File: src/hw/eeprom_pkg.sv
`default_nettype none

package eeprom_pkg;

    // 2 Kbyte device, 11-bit byte address
    localparam int ADDR_W = 11;

    // r/w bit at the end of the control byte
    localparam logic RW_WRITE = 1'b0;
    localparam logic RW_READ  = 1'b1;

    // slot index of the acknowledge bit after eight data bits
    localparam logic [3:0] ACK_SLOT = 4'd8;

    typedef enum logic [3:0] {
        IDLE      = 4'd0,
        START     = 4'd1,
        CTRL_WR   = 4'd2,
        WORD_ADDR = 4'd3,
        DATA_WR   = 4'd4,
        RESTART   = 4'd5,
        CTRL_RD   = 4'd6,
        DATA_RD   = 4'd7,
        STOP      = 4'd8,
        DONE      = 4'd9
    } ctrl_state_t;

    typedef enum logic [1:0] {
        OP_START = 2'd0, // also repeated start
        OP_STOP  = 2'd1,
        OP_WRITE = 2'd2, // 8 bits out, then ack in
        OP_READ  = 2'd3  // 8 bits in, then nack out
    } bit_op_t;

    typedef struct packed {
        logic              is_read;
        logic [ADDR_W-1:0] addr;
        logic [7:0]        wdata;
    } host_req_t;

endpackage

`default_nettype wire

File: src/hw/i2c_bit_engine.sv
`timescale 1ns/1ns
`default_nettype none

module i2c_bit_engine
(
    input  wire                 CLK,
    input  wire                 RESET,
    input  wire                 cmd_valid,
    input  wire eeprom_pkg::bit_op_t cmd_op,
    input  wire [7:0]           cmd_byte,
    input  wire                 sda_in,
    output logic                scl,
    output logic                sda_oe,
    output logic                op_done,
    output logic [7:0]          rx_byte,
    output logic                ack_ok
);
    import eeprom_pkg::*;

    logic       active;
    bit_op_t    op_r;
    logic [1:0] q;          // quarter to drive on the next edge
    logic [3:0] slot;
    logic [7:0] shift;
    logic       ack_slot;
    logic [3:0] final_slot;

    // pin levels for one quarter of a slot, returned as {scl, sda_oe}
    function automatic logic [1:0] quarter_out(bit_op_t op, logic [1:0] qtr, logic last,
                                               logic tx_bit);
        logic scl_v;
        logic oe_v;
        scl_v = (qtr == 2'd1) || (qtr == 2'd2);
        case (op)
            OP_START:
                oe_v = (qtr >= 2'd2); // sda falls while scl high
            OP_STOP:
            begin
                scl_v = (qtr != 2'd0); // scl stays high once released
                oe_v  = (qtr <= 2'd1);
            end
            OP_WRITE:
                oe_v = !last && !tx_bit; // ack slot is released
            default:
                oe_v = 1'b0; // read bits and the nack
        endcase
        return {scl_v, oe_v};
    endfunction

    assign ack_slot   = (slot == ACK_SLOT);
    assign final_slot = (op_r == OP_START || op_r == OP_STOP) ? 4'd0 : ACK_SLOT;
    assign rx_byte    = shift;

    always_ff @(posedge CLK)
    begin
        if (RESET)
        begin
            active  <= 1'b0;
            op_r    <= OP_STOP;
            q       <= 2'd0;
            slot    <= 4'd0;
            scl     <= 1'b1; // bus idle
            sda_oe  <= 1'b0;
            op_done <= 1'b0;
            ack_ok  <= 1'b0;
        end
        else
        begin
            op_done <= 1'b0;
            if (!active)
            begin
                if (cmd_valid)
                begin
                    // quarter 0 goes out on the accepting edge
                    active <= 1'b1;
                    op_r   <= cmd_op;
                    q      <= 2'd1;
                    slot   <= 4'd0;
                    {scl, sda_oe} <= quarter_out(cmd_op, 2'd0, 1'b0, cmd_byte[7]);
                end
            end
            else if (q == 2'd0 && slot > final_slot)
            begin
                active  <= 1'b0;
                op_done <= 1'b1;
            end
            else
            begin
                {scl, sda_oe} <= quarter_out(op_r, q, ack_slot, shift[7]);
                q <= q + 2'd1;
                if (q == 2'd3)
                    slot <= slot + 4'd1;
                if (q == 2'd2 && op_r == OP_WRITE && ack_slot)
                    ack_ok <= !sda_in; // slave pulls low to ack
            end
        end
    end

    // one shifter for both directions
    always_ff @(posedge CLK)
    begin
        if (!active && cmd_valid)
            shift <= cmd_byte;
        else if (active && !ack_slot)
        begin
            if (op_r == OP_READ && q == 2'd2)
                shift <= {shift[6:0], sda_in};
            else if (op_r == OP_WRITE && q == 2'd3)
                shift <= {shift[6:0], 1'b0};
        end
    end

    // data edges fall inside scl low, start and stop excepted
    a_sda_scl_low: assert property (@(posedge CLK) disable iff (RESET)
        $changed(sda_oe) && !(op_r inside {OP_START, OP_STOP}) |-> !scl && !$past(scl))
        else $error("sda_oe changed while scl high");

    a_op_done_pulse: assert property (@(posedge CLK) disable iff (RESET)
        op_done |=> !op_done)
        else $error("op_done wider than one cycle");

endmodule

`default_nettype wire

File: src/hw/eeprom_ctrl.sv
`timescale 1ns/1ns
`default_nettype none

module eeprom_ctrl
#(
    parameter logic [3:0] DEVICE_CODE = 4'b1010
)
(
    input  wire                   CLK,
    input  wire                   RESET,
    input  wire                   req_valid,
    input  wire eeprom_pkg::host_req_t req,
    input  wire                   op_done,
    input  wire [7:0]             rx_byte,
    input  wire                   ack_ok,
    output logic                  busy,
    output logic                  done,
    output logic                  nack,
    output logic [7:0]            rdata,
    output logic                  cmd_valid,
    output eeprom_pkg::bit_op_t   cmd_op,
    output logic [7:0]            cmd_byte
);
    import eeprom_pkg::*;

    ctrl_state_t state;
    ctrl_state_t next_state;
    host_req_t   req_r;
    logic        wait_op;   // command issued, op_done not yet seen
    logic        nack_pend;

    assign busy      = (state != IDLE);
    assign done      = (state == DONE);
    assign cmd_valid = (state != IDLE) && (state != DONE) && !wait_op;

    // command for the current state and where to go once it completes
    always_comb
    begin
        cmd_op     = OP_WRITE;
        cmd_byte   = 8'hff;
        next_state = state;
        case (state)
            START:
            begin
                cmd_op     = OP_START;
                next_state = CTRL_WR;
            end
            CTRL_WR:
            begin
                cmd_byte   = {DEVICE_CODE, req_r.addr[10:8], RW_WRITE};
                next_state = WORD_ADDR;
            end
            WORD_ADDR:
            begin
                cmd_byte   = req_r.addr[7:0];
                next_state = req_r.is_read ? RESTART : DATA_WR;
            end
            DATA_WR:
            begin
                cmd_byte   = req_r.wdata;
                next_state = STOP;
            end
            RESTART:
            begin
                cmd_op     = OP_START;
                next_state = CTRL_RD;
            end
            CTRL_RD:
            begin
                cmd_byte   = {DEVICE_CODE, req_r.addr[10:8], RW_READ};
                next_state = DATA_RD;
            end
            DATA_RD:
            begin
                cmd_op     = OP_READ; // engine shifts the byte in
                next_state = STOP;
            end
            STOP:
            begin
                cmd_op     = OP_STOP;
                next_state = DONE;
            end
            default:
                cmd_op = OP_STOP;
        endcase
        // no ack on a written byte, close the bus
        if (cmd_op == OP_WRITE && !ack_ok)
            next_state = STOP;
    end

    always_ff @(posedge CLK)
    begin
        if (RESET)
        begin
            state     <= IDLE;
            wait_op   <= 1'b0;
            nack_pend <= 1'b0;
            nack      <= 1'b0;
        end
        else
        begin
            if (cmd_valid)
                wait_op <= 1'b1;
            case (state)
                IDLE:
                    if (req_valid)
                    begin
                        state     <= START;
                        nack_pend <= 1'b0;
                    end
                DONE:
                    state <= IDLE;
                default:
                    if (op_done)
                    begin
                        wait_op <= 1'b0;
                        state   <= next_state;
                        if (cmd_op == OP_WRITE && !ack_ok)
                            nack_pend <= 1'b1;
                        if (state == STOP)
                            nack <= nack_pend; // holds until the next done
                    end
            endcase
        end
    end

    always_ff @(posedge CLK)
    begin
        if (state == IDLE && req_valid)
            req_r <= req;
    end

    always_ff @(posedge CLK)
    begin
        if (state == DATA_RD && op_done)
            rdata <= rx_byte;
    end

    // engine only finishes what was issued
    a_one_in_flight: assert property (@(posedge CLK) disable iff (RESET)
        op_done |-> wait_op)
        else $error("op_done without an outstanding command");

    a_done_pulse: assert property (@(posedge CLK) disable iff (RESET)
        done |=> !done)
        else $error("done wider than one cycle");

endmodule

`default_nettype wire

File: src/hw/eeprom_top.sv
`timescale 1ns/1ns
`default_nettype none

module eeprom_top
#(
    parameter logic [3:0] DEVICE_CODE = 4'b1010
)
(
    input  wire                          CLK,
    input  wire                          RESET,
    input  wire                          wr,
    input  wire                          rd,
    input  wire [eeprom_pkg::ADDR_W-1:0] addr,
    input  wire [7:0]                    wdata,
    input  wire                          sda_in,
    output logic [7:0]                   rdata,
    output logic                         busy,
    output logic                         done,
    output logic                         nack,
    output logic                         scl,
    output logic                         sda_oe
);
    import eeprom_pkg::*;

    host_req_t  req;
    logic       req_valid;
    logic       cmd_valid;
    bit_op_t    cmd_op;
    logic [7:0] cmd_byte;
    logic       op_done;
    logic [7:0] rx_byte;
    logic       ack_ok;

    // wr wins when both strobes are high
    assign req_valid = wr || rd;
    assign req = '{is_read: !wr, addr: addr, wdata: wdata};

    eeprom_ctrl #(
        .DEVICE_CODE (DEVICE_CODE)
    ) i_ctrl (
        .CLK       (CLK),
        .RESET     (RESET),
        .req_valid (req_valid),
        .req       (req),
        .op_done   (op_done),
        .rx_byte   (rx_byte),
        .ack_ok    (ack_ok),
        .busy      (busy),
        .done      (done),
        .nack      (nack),
        .rdata     (rdata),
        .cmd_valid (cmd_valid),
        .cmd_op    (cmd_op),
        .cmd_byte  (cmd_byte)
    );

    i2c_bit_engine i_bit_engine (
        .CLK       (CLK),
        .RESET     (RESET),
        .cmd_valid (cmd_valid),
        .cmd_op    (cmd_op),
        .cmd_byte  (cmd_byte),
        .sda_in    (sda_in),
        .scl       (scl),
        .sda_oe    (sda_oe),
        .op_done   (op_done),
        .rx_byte   (rx_byte),
        .ack_ok    (ack_ok)
    );

endmodule

`default_nettype wire

File: config.mk
export PLATFORM = sky130hd
export DESIGN_NAME = eeprom_top
export DESIGN_NICKNAME = d
export VERILOG_FILES = /design/src/hw/eeprom_pkg.sv /design/src/hw/i2c_bit_engine.sv /design/src/hw/eeprom_ctrl.sv /design/src/hw/eeprom_top.sv
export SDC_FILE = /design/constraint.sdc
export NUM_CORES = 1
export LEC_CHECK = 0
export BUFFER_PORTS_ARGS = -buffer_cell sky130_fd_sc_hd__buf_4
export CAP_MARGIN = 40
export CORE_MARGIN = 4
export CORE_UTILIZATION = 52
export CTS_CLUSTER_DIAMETER = 120
export DETAILED_ROUTE_END_ITERATION = 10
export GPL_TIMING_DRIVEN = 0
export PLACE_DENSITY = 0.81
export SLEW_MARGIN = 10
export SYNTH_ARGS = -nofsm -noshare
export SYNTH_HDL_FRONTEND = slang
export SYNTH_HIERARCHICAL = 1
export SYNTH_SLANG_ARGS = --single-unit
export TNS_END_PERCENT = 1
File: constraint.sdc
create_clock -name CLK -period 2.5 [get_ports CLK]
set_input_delay 0.5 -clock CLK [delete_from_list [all_inputs] [get_ports CLK]]
set_output_delay 0.5 -clock CLK [all_outputs]
set_load 0.1 [all_outputs]
==> impl_results.md, run 1 <==
* Port buffer count at 36
* Crit path capture type: register
* CP Launch Point: i_ctrl/state[0]
* Core Footprint at 0.00485 mm2
* Int Pwr at 0.00206 W
* DR WL/cell at 14.2 um
* Vias in the first global route at 1880
* CTS Sinks at 56
* Vias at 1975
* Io pins at 37
* Slew @ Worst Pin at 0.841 ns
* Startpoint types: register
* Die width at 79.6 um
* Drt via density at 5.47
* Synthesis-to-finish area growth at 17.3%
* FF-to-FF End: i_bit_engine/rx_byte[0]
* Critical path class: reg2reg
* CP Data Arrival Time at 2.32 ns
* Synth area leader: edfxtp_1
* Synthesized Nets at 282
* CTS Buffer Depth at 2
* Num CTS Buffers at 5
* PD cells at 1120 mW/mm2
* Yosys warns at 6
* Gr ovfl total at 0
* Worst setup margin at 0.242 ns
* Largest net degree at the start of global routing at 22
* Global-route wire length before repair at 8760 um
* Tightest Hold Check Type: in2reg
* HPWL Detailed at 3900 um
* Root Driver: clkbuf_8
* CP required at 2.56 ns
* Placer Congestion at 0.883
* Post-Syn Instances at 249
* Hold Vio Cnt, Final at 0
* Row count at 25
* Internal reg-to-reg setup slack at 0.24 ns
* Hold Path Stages at 1
* CTS tree: done
* #FFs+latches synth at 56
* Sequential-to-total area share from yosys stat at 0.556
* Final Max Tran Viols at 0
* Iter 0 DRT Violations at 126
* Final period util at 0.903
* Worst-path clk slew at 0.10 ns
* Initial antenna violation count at 0
* Final hold slack at 0.373 ns
* Met3 WL at 318 um
* H-Tree Depth at 2
* R2R Path Start: i_ctrl/state[0]
* Layout Nets at 326
* Metal1 wirelength at 2310 um
* Reported net switching power at 0.00143 W
* Ant. Diodes at 0
* Initial Utilization at 0.549
* Pre-CTS setup slack at 0.107 ns
* Clock period minus worst slack at 2.26 ns
* Syn Area/Cell at 10.7 um2
* Non-filler cells in the finished layout at 361
* TritonRoute pass-1 iters at 4
* Total Power at 0.00350 W
* Clk pwr share at 0.134
* Register share of total power at 0.428
* Clock skew at 0.0102 ns
* Global router's overall resource usage at 0.177
* Top Metal Used: met4
* Post-Syn Area at 0.00266 mm2
* Most frequent cells in the layout: 36 x edfxtp_1, 36 x buf_4, 31 x nand2_1, 20 x dfxtp_1, 18 x inv_1
* CTS Hold Buffers Added at 0
* Worst skew pair latency at 0.30 ns
* Lkg Pwr at 1.19 nW
* Hold EP: i_ctrl/req_r[15]
* Residual DRC at 0
* Full die area at 0.00633 mm2
* Number of synthesized flops with an enable pin at 36
* Combinational share of power at 0.438
* Placed cells at 353
* Switching Share at 0.410
* VDD IR max at 580 uV
* Antenna viol nets, final at 0
* Routed wire length at 5140 um
* Fmax achieved at 0.443 GHz
* Ys flop type: edfxtp_1
* Netlist cell types at 53
* Crit Path Max Fanout at 10
* Layout fillers at 377
* RSZ-0062 raised after global routing: no
* Final setup vio count at 0
* Status: finished clean
* R2R depth at 7
* Area share of the largest cell type after synthesis at 0.406
* Leading cell types by total area after synthesis: edfxtp_1 41%, dfxtp_1 15%, nand2_1 4.4%
* Share of cells above drive strength 1 at 0.204
* Chip Height at 79.6 um
* Slew HR at 0.435
* Max Cap Viol at 0
* Total length of routed met2 wires at 2460 um
* TNS Setup at 0 ns
* Async SR Flop Fraction at 0
* Hold wc startpoint: addr[7]
layout make-up:
type	instances	area, um2	area share
buffer	11	43.8	0.0140
clock buffer	6	72.6	0.0232
clock inverter	2	11.3	0.00360
inverter	18	67.6	0.0216
multi-input combinational	164	1090	0.348
sequential	56	1480	0.474
tap	67	83.8	0.0268
timing repair buffer	37	275	0.0881
power by group through the flow:
stage               Combinational, W  Clock (W)  Sequential, W
finish                       0.00153   0.000468        0.00150
global placement             0.00145          0        0.00151
global route                 0.00170   0.000526        0.00153
detailed placement           0.00151          0        0.00152
floorplan                    0.00109          0        0.00155
CTS                          0.00152   0.000475        0.00150
flip-flops by register name, indices dropped and copies added (netlist names), named ones only:
signal and flops:
i_bit_engine/q 2, i_ctrl/state 4, i_bit_engine/rx_byte 8, i_bit_engine/scl 1
i_bit_engine/sda_oe 1, i_bit_engine/op_done 1, i_bit_engine/active 1, i_ctrl/nack_pend 1
i_bit_engine/op_r 2, i_ctrl/nack 1, i_bit_engine/slot 4, i_bit_engine/ack_ok 1
i_ctrl/rdata 8, i_ctrl/req_r 20
cells by family after synthesis:
family          share of synthesized area
compound gates                      0.146
mux                                0.0150
xor+xnor                           0.0132
buf+inv                            0.0418
fa+ha+maj                          0.0423
flops                               0.556
simple gates                        0.186
Yosys cell counts, drive strengths merged (2+ instances only):
| cell | count |
|---|---|
| dfxtp | 20 |
| o311a | 3 |
| ha | 9 |
| or2 | 3 |
| nor2 | 16 |
| a211o | 2 |
| clkbuf | 8 |
| nand2b | 10 |
| a31oi | 2 |
| a21oi | 12 |
| or3 | 2 |
| a2bb2oi | 3 |
| edfxtp | 36 |
| nor3 | 8 |
| o22ai | 4 |
| and3b | 2 |
| nand3 | 3 |
| inv | 18 |
| o31ai | 3 |
| nor4 | 3 |
| o21ai | 12 |
| mux2i | 4 |
| nor3b | 2 |
| or4 | 3 |
| nand2 | 32 |
| xnor2 | 4 |
| buf | 3 |
| a211oi | 4 |
| nor4b | 2 |
worst max-delay path, cell delays in order, from the launching register on:
cell      delay, ns
dfxtp_1        0.47
buf_2          0.26
xnor2_1        0.19
a21oi_1        0.14
nand2b_1       0.17
clkbuf_1       0.36
o31ai_1        0.21
buf_2          0.21
stage by stage:
step / util / cell area, um2
detailed placement: 0.626 / 3030
global route: 0.644 / 3120
CTS: 0.643 / 3120
global placement: 0.623 / 3020
floorplan: - / 2670
finish: 0.644 / 3120
metal layers:
layer,vias to the layer above,global-route usage
met4,0,0.0636
met2,62,0.274
met5,-,0
li1,985,-
met1,922,0.245
met3,6,0.0395
worst max-delay path by stage:
stage               slack, ns                      end  cells past startpoint
finish                   0.24  i_bit_engine/rx_byte[0]                      7
global route             0.07  i_bit_engine/rx_byte[5]                      7
CTS                      0.08          i_ctrl/req_r[5]                      3
detailed placement       0.11          i_ctrl/req_r[5]                      3
global placement         0.09          i_ctrl/rdata[7]                      3
floorplan                0.05                     done                      2
what timing repair did:
| action | in CTS | in global routing |
|---|---|---|
| resized for setup | 0 | 2 |
| setup endpoints to repair | 0 | 23 |
| setup buffers | 0 | 0 |
(Power assumes the default switching activity.)
==> inputs of run 2 (changes only) <==
--- a/config.mk
+++ b/config.mk
@@ -5,7 +5,7 @@
 export SDC_FILE = /design/constraint.sdc
 export NUM_CORES = 1
 export LEC_CHECK = 0
-export BUFFER_PORTS_ARGS = -buffer_cell sky130_fd_sc_hd__buf_4
+export BUFFER_PORTS_ARGS = -buffer_cell sky130_fd_sc_hd__buf_2
 export CAP_MARGIN = 40
 export CORE_MARGIN = 4
 export CORE_UTILIZATION = 52
==> run 2 against run 1 <==
Against the previous run: register-to-register slack got worse by 0.05 ns; clock skew decreased by 0.0038 ns; clock power increased by 8.5%; final area decreased by 2.5%; critical path depth decreased by 3; non-clock buffer count unchanged; core utilization decreased by 1.6 points; critical endpoint is now done; largest power group is now registers.
==> impl_results.md, run 2 (same netlist as run 1, synthesis figures left out) <==
* RSZ-0062 raised after global routing: no
* Worst-path clk slew at 0.09 ns (about the same)
* Clock skew at 0.00644 ns (-0.00379 ns)
* Total Power at 0.00349 W (-0.23%)
* Slew HR at 0.443 (+0.00836)
* Max reg flops at 20 (unchanged)
* Iter 0 DRT Violations at 154 (+22%)
* Full die area at 0.00633 mm2 (unchanged)
* Num CTS Buffers at 5 (unchanged)
* Vias in the first global route at 1886 (+0.32%)
* Hold Path Stages at 1 (unchanged)
* R2R depth at 7 (unchanged)
* CTS Hold Buffers Added at 0 (unchanged)
* Layout Nets at 326 (unchanged)
* Placer Congestion at 0.885 (+0.25%)
* CTS tree: done
* Startpoint types: register
* Lkg Pwr at 1.17 nW (-1.5%)
* Post-layout instance area at 0.00305 mm2 (-2.5%)
* CP Data Arrival Time at 1.82 ns (-0.50 ns)
* Row count at 25 (unchanged)
* Root Driver: clkbuf_8
* Clk pwr share at 0.146 (+0.012)
* Initial antenna violation count at 0 (unchanged)
* Gr ovfl total at 0 (unchanged)
* Fmax achieved at 0.431 GHz (-2.7%)
* Placed Area at 0.00294 mm2 (-3.0%)
* Worst skew pair latency at 0.30 ns (about the same)
* Register share of total power at 0.431 (+0.003)
* Crit path capture type: output port
* Core Footprint at 0.00485 mm2 (unchanged)
* DR WL/cell at 14.0 um (-1.8%)
* CTS Sinks at 56 (unchanged)
* PD cells at 1150 mW/mm2 (+2.3%)
* Share of cells above drive strength 1 at 0.208 (+0.00411)
* VDD IR max at 694 uV (+20%)
* Post-layout util at 0.628 (-0.0160)
* Hold Vio Cnt, Final at 0 (unchanged)
* Max Cap Viol at 0 (unchanged)
* Largest register by flop count: i_ctrl/req_r
* Largest net degree at the start of global routing at 22 (unchanged)
* R2R Path Start: i_ctrl/state[0]
* Die width at 79.6 um (unchanged)
* Chip Height at 79.6 um (unchanged)
* Routed wire length at 5030 um (-2.0%)
* Most frequent cells in the layout: 39 x buf_2, 36 x edfxtp_1, 31 x nand2_1, 20 x dfxtp_1, 18 x inv_1
* Crit Path Max Fanout at 10 (unchanged)
* Slew @ Worst Pin at 0.829 ns (-0.0124 ns)
* # Post-CTS Setup Buffers at 0 (unchanged)
* Antenna viol nets, final at 0 (unchanged)
* Io pins at 37 (unchanged)
* Critical path class: reg2out
* Hold wc startpoint: addr[1]
* Tightest Hold Check Type: in2reg
* Reported net switching power at 0.00140 W (-2.3%)
* Status: finished clean
* TNS Setup at 0 ns (unchanged)
* Synthesis-to-finish area growth at 14.4%
* Initial Utilization at 0.549 (unchanged)
* HPWL Detailed at 3830 um (-1.6%)
* Ant. Diodes at 0 (unchanged)
* Drt via density at 5.49 (+0.38%)
* Commonest non-fill, non-tap cell in the layout: buf_2
* Final Max Tran Viols at 0 (unchanged)
* Hold EP: i_ctrl/req_r[9]
* Int Pwr at 0.00209 W (+1.2%)
* CTS Buffer Depth at 2 (unchanged)
* Clock period minus worst slack at 2.32 ns (+0.0628 ns)
* Vias at 1977 (+0.10%)
* TritonRoute pass-1 iters at 4 (unchanged)
* Port buffer count at 36 (unchanged)
* Switching Share at 0.401 (-0.00862)
* Global router's overall resource usage at 0.171 (-0.00637)
* Final setup vio count at 0 (unchanged)
* Residual DRC at 0 (unchanged)
* Combinational share of power at 0.424 (-0.014)
* Internal reg-to-reg setup slack at 0.19 ns (-0.05 ns)
* H-Tree Depth at 2 (unchanged)
* FF-to-FF End: i_bit_engine/rx_byte[4]
* Final period util at 0.928 (+0.0251)
* CP required at 2.00 ns (-0.56 ns)
* Global-route wire length before repair at 8520 um (-2.8%)
[run 2: timing repair]
item / in CTS / in global routing
setup endpoints to repair: 0 / 22
endpoints found under the hold margin: 0 / 0
gates resized for setup: 0 / 2
[run 2: critical path, cell delays in order (launching register included)]
cell	delay, ns
dfxtp_1	0.35
clkbuf_1	0.23
nand2b_1	0.28
nor3b_2	0.21
buf_2	0.45
[run 2: how the worst max path moves through the flow]
| stage | start | to | slack [ns] |
|---|---|---|---|
| 6_report | i_ctrl/state[2] | done | 0.18 |
| 5_1_grt | i_ctrl/state[0] | i_bit_engine/rx_byte[0] | 0.01 |
| 4_1_cts | i_ctrl/state[2] | busy | 0.13 |
| 3_5_place_dp | i_ctrl/state[2] | i_ctrl/req_r[15] | 0.16 |
| 3_3_place_gp | i_ctrl/state[2] | i_ctrl/rdata[7] | 0.08 |
| 2_1_floorplan | i_ctrl/state[3] | done | 0.05 |
[run 2: power by group through the flow]
stage	sequential, W	combinational (W)	clock [W]
floorplan	0.00155	0.00109	0
global placement	0.00151	0.00142	0
detailed placement	0.00152	0.00147	0
CTS	0.00150	0.00147	0.000520
global route	0.00153	0.00164	0.000570
finish	0.00150	0.00148	0.000508
[run 2: layout make-up]
type                            count  area (um2)
Buffer                             11        43.8
Clock buffer                        7        96.3
Fill cell                         390        1800
Inverter                           18        67.6
Multi-Input combinational cell    164        1090
Sequential cell                    56        1480
Tap cell                           67        83.8
Timing Repair Buffer               37         185
[run 2: stage by stage]
| stage | worst slack (ns) | hold slack (ns) | std cells |
|---|---|---|---|
| final | 0.180 | 0.373 | 360 |
| after global routing | 0.0104 | 0.345 | 360 |
| after CTS | 0.134 | 0.367 | 360 |
| after detailed placement | 0.159 | 0.438 | 353 |
| after global placement | 0.0806 | 0.435 | 352 |
| after floorplan | 0.0519 | 0.421 | 249 |
[run 2: routing by layer]
| layer | up-vias | routed length, um | global-route usage |
|---|---|---|---|
| met3 | 8 | 344 | 0.0485 |
| met5 | - | 0 | 0 |
| met4 | 0 | 74 | 0.0550 |
| li1 | 984 | - | - |
| met2 | 72 | 2390 | 0.287 |
| met1 | 913 | 2220 | 0.212 |
